File: config.mk
export PLATFORM = sky130hd
export DESIGN_NAME = sm_ref
export DESIGN_NICKNAME = d
export VERILOG_FILES = /design/src/mem_ref_pkg.sv /design/src/sm_ref.sv
export VERILOG_INCLUDE_DIRS = /design/src
export SDC_FILE = /design/constraint.sdc
export NUM_CORES = 1
export LEC_CHECK = 0
export ABC_AREA = 1
export BUFFER_PORTS_ARGS = -buffer_cell sky130_fd_sc_hd__clkbuf_2
export CORE_AREA = 4 4 41 43
export CTS_CLUSTER_DIAMETER = 120
export DETAILED_ROUTE_END_ITERATION = 16
export DIE_AREA = 0 0 45 47
export SYNTH_ARGS = -nofsm -noshare
export SYNTH_HDL_FRONTEND = slang
export SYNTH_SLANG_ARGS = --single-unit
File: constraint.sdc
create_clock -name mem_clk -period 1.52 [get_ports mem_clk]
set_input_delay 0.228 -clock mem_clk [delete_from_list [all_inputs] [get_ports mem_clk]]
set_output_delay 0.228 -clock mem_clk [all_outputs]
set_load 0.02 [all_outputs]
File: src/mem_ref_config.svh
`ifndef MEM_REF_CONFIG_SVH
`define MEM_REF_CONFIG_SVH

// Number of bank refresh sequencers.
`define MEM_BANKS 4

// Refresh cycles per burst, CR11 bit 6 clear.
`define REF_CNT_SHORT 3

// Refresh cycles per burst, CR11 bit 6 set.
`define REF_CNT_LONG 5

// Width of the per-bank refresh counter.
`define REF_CNT_W 3

// Cycles of svga_req before the arbiter acks the access.
`define REF_ACK_DELAY 2

`endif

File: src/mem_ref_pkg.sv
`default_nettype none

`include "mem_ref_config.svh"

package mem_ref_pkg;

  // Refresh sequencer states, legacy encoding.
  typedef enum logic [2:0] {
    ref_idle    = 3'b000,
    ref_request = 3'b001,
    ref_access  = 3'b100,
    ref_count   = 3'b010,
    ref_check   = 3'b011,
    ref_done    = 3'b111
  } ref_state_e;

  localparam int unsigned bank_idx_w = (`MEM_BANKS > 1) ? $clog2(`MEM_BANKS) : 1;

  typedef logic [bank_idx_w-1:0] bank_idx_t;

  // Sequencer to arbiter.
  typedef struct packed {
    logic ref_req;
    logic svga_req;
  } bank_req_t;

  // Arbiter to sequencer.
  typedef struct packed {
    logic ref_gnt;
    logic svga_ack;
  } bank_ctl_t;

  // Observable refresh activity.
  typedef struct packed {
    logic      strobe;
    logic      done;
    bank_idx_t bank;
  } ref_event_t;

endpackage

`default_nettype wire

File: src/sm_ref.sv
`default_nettype none

`include "mem_ref_config.svh"

module sm_ref (
  input  logic                   mem_clk,
  input  logic                   hreset_n,
  input  logic                   sync_line_end,
  input  logic                   cr11_long,
  input  mem_ref_pkg::bank_ctl_t ctl,
  output mem_ref_pkg::bank_req_t req,
  output logic                   ref_cycle_done
);

  localparam logic [`REF_CNT_W-1:0] cnt_short = `REF_CNT_SHORT;
  localparam logic [`REF_CNT_W-1:0] cnt_long  = `REF_CNT_LONG;

  mem_ref_pkg::ref_state_e current_state;
  mem_ref_pkg::ref_state_e next_state;
  logic [`REF_CNT_W-1:0]   rfsh_cnt;
  logic                    long_burst;
  logic                    rfsh_done;

  assign rfsh_done = long_burst ? (rfsh_cnt == cnt_long) : (rfsh_cnt == cnt_short);

  always_ff @(posedge mem_clk or negedge hreset_n) begin
    if (!hreset_n) begin
      current_state <= mem_ref_pkg::ref_idle;
    end else begin
      current_state <= next_state;
    end
  end

  always_comb begin
    next_state = current_state;
    case (current_state)
      mem_ref_pkg::ref_idle: begin
        if (sync_line_end) begin
          next_state = mem_ref_pkg::ref_request;
        end
      end
      mem_ref_pkg::ref_request: begin
        if (ctl.ref_gnt) begin
          next_state = mem_ref_pkg::ref_access;
        end
      end
      mem_ref_pkg::ref_access: begin
        if (ctl.svga_ack) begin
          next_state = mem_ref_pkg::ref_count;
        end
      end
      mem_ref_pkg::ref_count: begin
        next_state = mem_ref_pkg::ref_check;
      end
      mem_ref_pkg::ref_check: begin
        next_state = rfsh_done ? mem_ref_pkg::ref_done : mem_ref_pkg::ref_access;
      end
      mem_ref_pkg::ref_done: begin
        next_state = mem_ref_pkg::ref_idle;
      end
      default: begin
        next_state = mem_ref_pkg::ref_idle;
      end
    endcase
  end

  // Length is fixed when the burst is accepted.
  always_ff @(posedge mem_clk or negedge hreset_n) begin
    if (!hreset_n) begin
      long_burst <= 1'b0;
    end else if (current_state == mem_ref_pkg::ref_idle && sync_line_end) begin
      long_burst <= cr11_long;
    end
  end

  always_ff @(posedge mem_clk or negedge hreset_n) begin
    if (!hreset_n) begin
      rfsh_cnt <= '0;
    end else if (current_state == mem_ref_pkg::ref_done) begin
      rfsh_cnt <= '0;
    end else if (current_state == mem_ref_pkg::ref_count) begin
      rfsh_cnt <= rfsh_cnt + 1'b1;     // One refresh cycle finished.
    end
  end

  // Request drops as soon as the grant shows up.
  assign req.ref_req  = (current_state == mem_ref_pkg::ref_request) & ~ctl.ref_gnt;
  assign req.svga_req = (current_state == mem_ref_pkg::ref_access);

  assign ref_cycle_done = (current_state == mem_ref_pkg::ref_done);

endmodule

`default_nettype wire

After elaboration in Yosys (flattened, before gate mapping)
Cells that the tools add are included.

Register bits: 7. Bits of input ports: 6. Output and inout bits: 3.

Add/subtract/negate cells: 1. Equal/unequal tests: 10. Muxes and demuxes: 8. Bitwise logic cells: 2. Reductions and logical operators: 4.

Operators with widths (number): 2-to-1 mux 3 bit (5); case mux 3 bit (5 select lines) (1); equality test 3 x 2 -> 1 bit (second input constant) (3); equality test 3 bit (second input constant) (3); inequality test 2 bit (second input constant) (3); adder 3 x 1 -> 3 bit (second input constant) (1); equality test 3 x 1 -> 1 bit (second input constant) (1); logical NOT 3 bit (1); AND reduction 3 bit (1); 2-to-1 mux 2 bit (1); nonzero test 2 bit (1); AND 1 bit (1); logical AND 1 bit (1); 2-to-1 mux 1 bit (1); inverter 1 bit (1).

Depth between registers and ports, before layout
Gate-level depths: netlist of run 1.

Word-level depth: 4. Gate-level depth with buffers: 7. Gate-level depth less buffers: 7.

Worst setup path after synthesis of run 1
OpenSTA, ideal clock, no wires.

Path kind: reg-to-output. From: register current_state[1]. To: output port req[0] (netlist bit). Arrival: 832 ps. Slack: 460 ps. Cell stages (with the launch flop): 4. Path through: dfrtp_1 > nor2_2 > nand2_2 > inv_1.

RTL lines: start: declaration (line sm_ref.sv:18) `mem_ref_pkg::ref_state_e current_state;`; start signal: assignment (line sm_ref.sv:28) `current_state <= mem_ref_pkg::ref_idle;`; start signal: assignment (line sm_ref.sv:30) `current_state <= next_state;`; end: declaration (line sm_ref.sv:11) `output mem_ref_pkg::bank_req_t req,`.

==> impl_metrics.py, run 1 <==
metrics = {
    "global_route": {
        "grt_pass1_wl_um": 1300,
        "antenna_found_initial": 0,
        "first_global_vias": 324,
        "grt_start_max_net_pins": 8,
        "grt_util_all_layers_pct": 9.34,
        "grt_overflow_total": 0,
    },
    "floorplanning": {
        "fp.dieW_um": 45,
        "die_y_um": 47,
        "core_um2": 1300,
        "die-area_um2": 2120,
        "num_rows": 13,
        "initial_core_util_pct": 32.3,
        "ioPinCount": 9,
    },
    "route": {
        "via_count": 357,
        "via_per_inst": 4.41,
        "wirelength_um": 720,
        "drtIter0Drc": 0,
        "drc": 0,
        "antenna_left": 0,
        "firstDrtPassIters": 1,
        "wl_per_cell_um": 8.89,
    },
    "sta": {
        "fin_setup_tns_ns": 0,
        "slew_headroom_pct": 85.5,
        "skew_ns": 0.00677,
        "setup_viol": 0,
        "fin_crit_sh_pct": 91.6,
        "slew_viol_final": 0,
        "tightest_slew_ns": 0.218,
        "min_period_ns": 1.39,
        "grt_setup_unrepaired": "no",
        "max_freq_mhz": 718,
        "final-hold-violation-count": 0,
    },
    "yosys": {
        "avgSynthCellArea_um2": 7.93,
        "async_reset_ff_share_pct": 100,
        "synth_commonest_cells": "9 x inv_1, 8 x nand2_1, 8 x nand3_1, 7 x dfrtp_1",
        "yosys.area.top_type": "dfrtp_1",
        "synthXorXnorAreaFrac_pct": 2.08,
        "synth.distinct_cells": 17,
        "synth_top_cell_area_share_pct": 41.7,
        "synth_area_um2": 420,
        "syn_nets": 60,
        "synth_simple_gate_area_share_pct": 36.3,
        "synthAdderAreaFrac_pct": 2.98,
        "synth_area_leaders": "dfrtp_1 42%, nand3_1 9.5%, inv_1 8.0%, nand2_1 7.1%, nor2_4 5.4%",
        "synth.area.mux_share_pct": 0,
        "ys_seq_elements": 7,
        "synth_compound_area_share_pct": 7.14,
        "yosysMostFrequentCell": "inv_1",
        "netlist_instances": 53,
        "synth_top_family_by_area": "simple AND/OR/NAND/NOR gates",
        "ys.warnings.count": 0,
        "ys_seq_area_share_pct": 41.7,
        "ys.flop_type": "dfrtp_1",
        "synth-edff-count": 0,
    },
    "clocking": {
        "clkSlewWorstSetupHoldPaths_ns": 0.06,
        "cts.sinks": 7,
        "clk_path_buf_depth": 2,
        "insertion_delay_ns": 0.26,
        "numCtsBuffers": 3,
        "cts_root_buf": "clkbuf_4",
        "htree_levels": 1,
        "cts_tree": "built",
    },
    "placed_design": {
        "dp_cells": 76,
        "port_buffers": 8,
        "hpwl_um": 600,
        "gp_congestion": 0.739,
        "placed_area_um2": 479,
    },
    "worst_setup_path": {
        "endpoint_kind": "primary output",
        "path_class": "reg2out",
        "start_kind": "register",
        "worstPathMaxFanout": 5,
        "required_ns": 1.29,
        "crit_arrival_ns": 1.16,
    },
    "layout": {
        "syn_to_final_growth_pct": 24.1,
        "final_nets": 74,
        "final_util_pct": 40.1,
        "diodes": 0,
        "stdcell_count": 81,
        "postLayoutCellArea_um2": 522,
        "n_fill_cell": 150,
        "final_layout_size_suffix_gt1_share_pct": 34.8,
    },
    "flow_run": {
        "cap_violations": 0,
    },
    "hold_path": {
        "worstHoldPathType": "in2reg",
    },
    "pwr": {
        "leakage_nw": 0.297,
        "powerDensity_nw_per_um2": 1890,
        "peakVddDrop_mv": 0.743,
    },
    "outcome": {
        "status": "finished clean",
    },
}
==> area by class of cell <==
type	count	area, um2	area share, %
Tap cell	15	18.8	3.60
Sequential cell	7	175	33.6
Clock inverter	1	5.00	0.959
Inverter	11	41.3	7.91
Clock buffer	3	22.5	4.32
Multi-Input combinational cell	35	209	40.0
Timing Repair Buffer	9	50.0	9.59
==> per-stage QoR <==
stage	hold WS (ns)	setup WS, ns	power (mW)
after floorplan	-0.0676	0.460	0.718
after global placement	0.0746	0.376	0.817
after detailed placement	0.0727	0.353	0.818
after CTS	0.211	0.0689	1.00
after global routing	0.236	0.0307	1.10
final	0.217	0.128	0.988
==> cell families after synthesis <==
| family | count (synthesis) |
|---|---|
| and+or+nand+nor | 28 |
| xor gates and xnor gates | 1 |
| DFF | 7 |
| buffers and inverters | 11 |
| adders and majority gates | 1 |
| AOI/OAI and AO/OA | 5 |
==> path summary, 6_finish.rpt <==
path / startpoint / to / slack (ns) / depth (start not counted)
setup / recovery: current_state[1] / req[0] / 0.13 / 4
hold / removal: cr11_long / long_burst / 0.22 / 3
setup reg to reg: current_state[1] / current_state[0] / 0.43 / 6
hold reg to reg: rfsh_cnt[0] / rfsh_cnt[0] / 0.51 / 1
max in group asynchronous: hreset_n / current_state[2] / 1.01 / 2
min in group asynchronous: hreset_n / rfsh_cnt[2] / 0.34 / 2
==> cells in the final DEF, fill, tap and decap left out, drive strengths merged, types with 2 or more instances in the layout <==
cell and n:
inv 11, clkbuf 11, dfrtp 7, nand3 9, o21ai 2, a21oi 2
nor2 7, nand2 11
==> layer usage <==
metal  wire (um)  share of wire [%]  vias to the layer above  track usage (%)
met5           0                  0                        -                0
met2         336                 47                        8             13.3
met1         320                 44                      152             9.84
met3          55                7.6                        2             7.28
li1            -                  -                      195                -
met4           8                1.1                        0             5.26
==> report_power, final <==
part | switching (mW) | internal (mW)
Combinational | 0.279 | 0.183
Sequential | 0.0871 | 0.269
Clock | 0.0740 | 0.0963
Total | 0.440 | 0.549
==> flip-flops by register name, summed over array words and instances, names as in the netlist <==
signal and count:
rfsh_cnt 3, current_state 3, long_burst 1
==> worst max-delay path, stage by stage (launching register included) <==
cell and delay [ns]:
dfrtp_1 0.44, nor2_4 0.17, nand2_2 0.09, inv_1 0.06, clkbuf_2 0.15
==> timing repair <==
item	4_1_cts	5_1_grt
endpoints found under the hold margin	7	0
gates resized for setup	0	1
hold buffers	1	0
setup buffers	0	0
endpoints found under the setup margin	0	1
Power figures use the tool's default switching activity.
==> inputs of run 2 (changes only) <==
--- a/constraint.sdc
+++ b/constraint.sdc
@@ -3,2 +3,2 @@
 set_output_delay 0.228 -clock mem_clk [all_outputs]
-set_load 0.02 [all_outputs]
+set_load 0.005 [all_outputs]
==> run 2 against run 1 <==
  * Clock-buffer cell count grew 1
  * Cell count unchanged
  * Sequential power down 1%
  * Critical path type unchanged
  * Critical endpoint unchanged
  * Total power shrank 3.1%
  * First-iteration DRC count grew 9
  * Hold slack improved by 0.015 ns
  * Global-route usage rose by 0.33 points
  * Wire length grew 5.3%
  * Setup slack gained 0.028 ns
  * Utilization shrank 0.48 points
==> impl_metrics.py, run 2 (synthesis results as in run 1) <==
metrics = {
    "route": {
        "wl_met1_um": 337,
        "wirelength_um": 758,
        "wl_met3_um": 56,
        "via_per_inst": 4.38,
        "drtIter0Drc": 9,
        "antenna_left": 0,
        "top_layer": "met3",
        "wl_per_cell_um": 9.36,
        "drc": 0,
        "met2_length_um": 364,
        "firstDrtPassIters": 2,
        "via_count": 355,
    },
    "sta": {
        "tightest_slew_ns": 0.176,
        "grt_setup_unrepaired": "no",
        "slew_headroom_pct": 88.2,
        "max_freq_mhz": 733,
        "fin_crit_sh_pct": 89.7,
        "fin_setup_tns_ns": 0,
        "setup_viol": 0,
        "skew_ns": 0.00781,
        "slew_viol_final": 0,
        "min_period_ns": 1.36,
        "whs_ns": 0.232,
        "final-hold-violation-count": 0,
    },
    "pwr": {
        "leakage_nw": 0.293,
        "peakVddDrop_mv": 0.858,
        "powerDensity_nw_per_um2": 1860,
    },
    "layout": {
        "final_common_cell": "inv_1",
        "layout_common_cells": "9 x inv_1, 8 x nand3_1, 8 x nand2_1, 8 x clkbuf_2, 7 x dfrtp_1",
        "stdcell_count": 81,
        "syn_to_final_growth_pct": 22.6,
        "final_layout_size_suffix_gt1_share_pct": 33.3,
        "diodes": 0,
        "n_fill_cell": 149,
        "final_nets": 74,
        "final_util_pct": 39.6,
        "top_regs": "current_state x3, rfsh_cnt x3, long_burst x1",
    },
    "global_route": {
        "grt_start_max_net_pins": 8,
        "first_global_vias": 347,
        "grt_overflow_total": 0,
        "grt_util_all_layers_pct": 9.66,
        "antenna_found_initial": 0,
        "grt_pass1_wl_um": 1400,
    },
    "placed_design": {
        "dp_cells": 76,
        "gp_congestion": 0.718,
        "port_buffers": 8,
        "hpwl_um": 590,
    },
    "floorplanning": {
        "num_rows": 13,
        "ioPinCount": 9,
        "core_um2": 1300,
        "fp.dieW_um": 45,
        "die_y_um": 47,
        "die-area_um2": 2120,
        "initial_core_util_pct": 32.3,
    },
    "clocking": {
        "ctsResizeCount": 0,
        "insertion_delay_ns": 0.25,
        "numCtsBuffers": 3,
        "clkSlewWorstSetupHoldPaths_ns": 0.05,
        "cts_root_buf": "clkbuf_4",
        "cts_tree": "built",
        "cts.sinks": 7,
        "clk_path_buf_depth": 2,
        "htree_levels": 1,
    },
    "hold_path": {
        "worstHoldPathType": "in2reg",
    },
    "worst_setup_path": {
        "start_kind": "register",
        "worstPathMaxFanout": 5,
        "path_class": "reg2out",
        "endpoint_kind": "primary output",
        "required_ns": 1.29,
        "crit_arrival_ns": 1.14,
    },
    "flow_run": {
        "cap_violations": 0,
    },
    "outcome": {
        "status": "finished clean",
    },
}
run 2: per-stage QoR:
stage                     area, um2  power (mW)  worst slack (ns)
after floorplan                 420       0.694             0.487
after global placement          479       0.791             0.402
after detailed placement        479       0.792             0.387
after CTS                       515       0.972             0.144
after global routing            515        1.07            0.0516
final                           515       0.957             0.156
run 2: path summary, 6_finish.rpt:
| path | startpoint | slack [ns] | depth (start not counted) | endpoint |
|---|---|---|---|---|
| hold reg to reg | rfsh_cnt[0] | 0.53 | 1 | rfsh_cnt[0] |
| hold / removal | cr11_long | 0.23 | 3 | long_burst |
| max in group asynchronous | hreset_n | 1.00 | 2 | current_state[0] |
| min in group asynchronous | hreset_n | 0.34 | 2 | rfsh_cnt[2] |
| setup / recovery | current_state[1] | 0.16 | 4 | req[0] |
| setup reg to reg | current_state[1] | 0.39 | 6 | current_state[0] |
run 2: worst max-delay path, cell delays in order, from the launching register on:
cell and delay [ns]:
dfrtp_1 0.43, nor2_2 0.20, nand2_2 0.11, inv_1 0.06, clkbuf_2 0.10
run 2: report_power, final:
group          switching (mW)  internal, mW  total (mW)
Sequential             0.0822         0.270       0.352
Combinational           0.264         0.178       0.442
Clock                  0.0638        0.0998       0.164
run 2: timing repair:
action	4_1_cts	5_1_grt
setup buffers	0	0
hold buffers	1	0
endpoints found under the hold margin	7	0
run 2: metal layers:
metal  vias up  global-route usage, %
met1       155                   10.3
met3         0                   6.13
met2         8                   16.4
met4         0                   1.75
li1        192                      -
met5         -                      0
run 2: final cells by class:
cell class	instances	area (um2)	share of cell area [%]
Multi-Input combinational cell	35	204	39.6
Sequential cell	7	175	34.0
Timing Repair Buffer	9	50.0	9.71
Inverter	11	41.3	8.01
Clock buffer	4	26.3	5.10
Tap cell	15	18.8	3.64
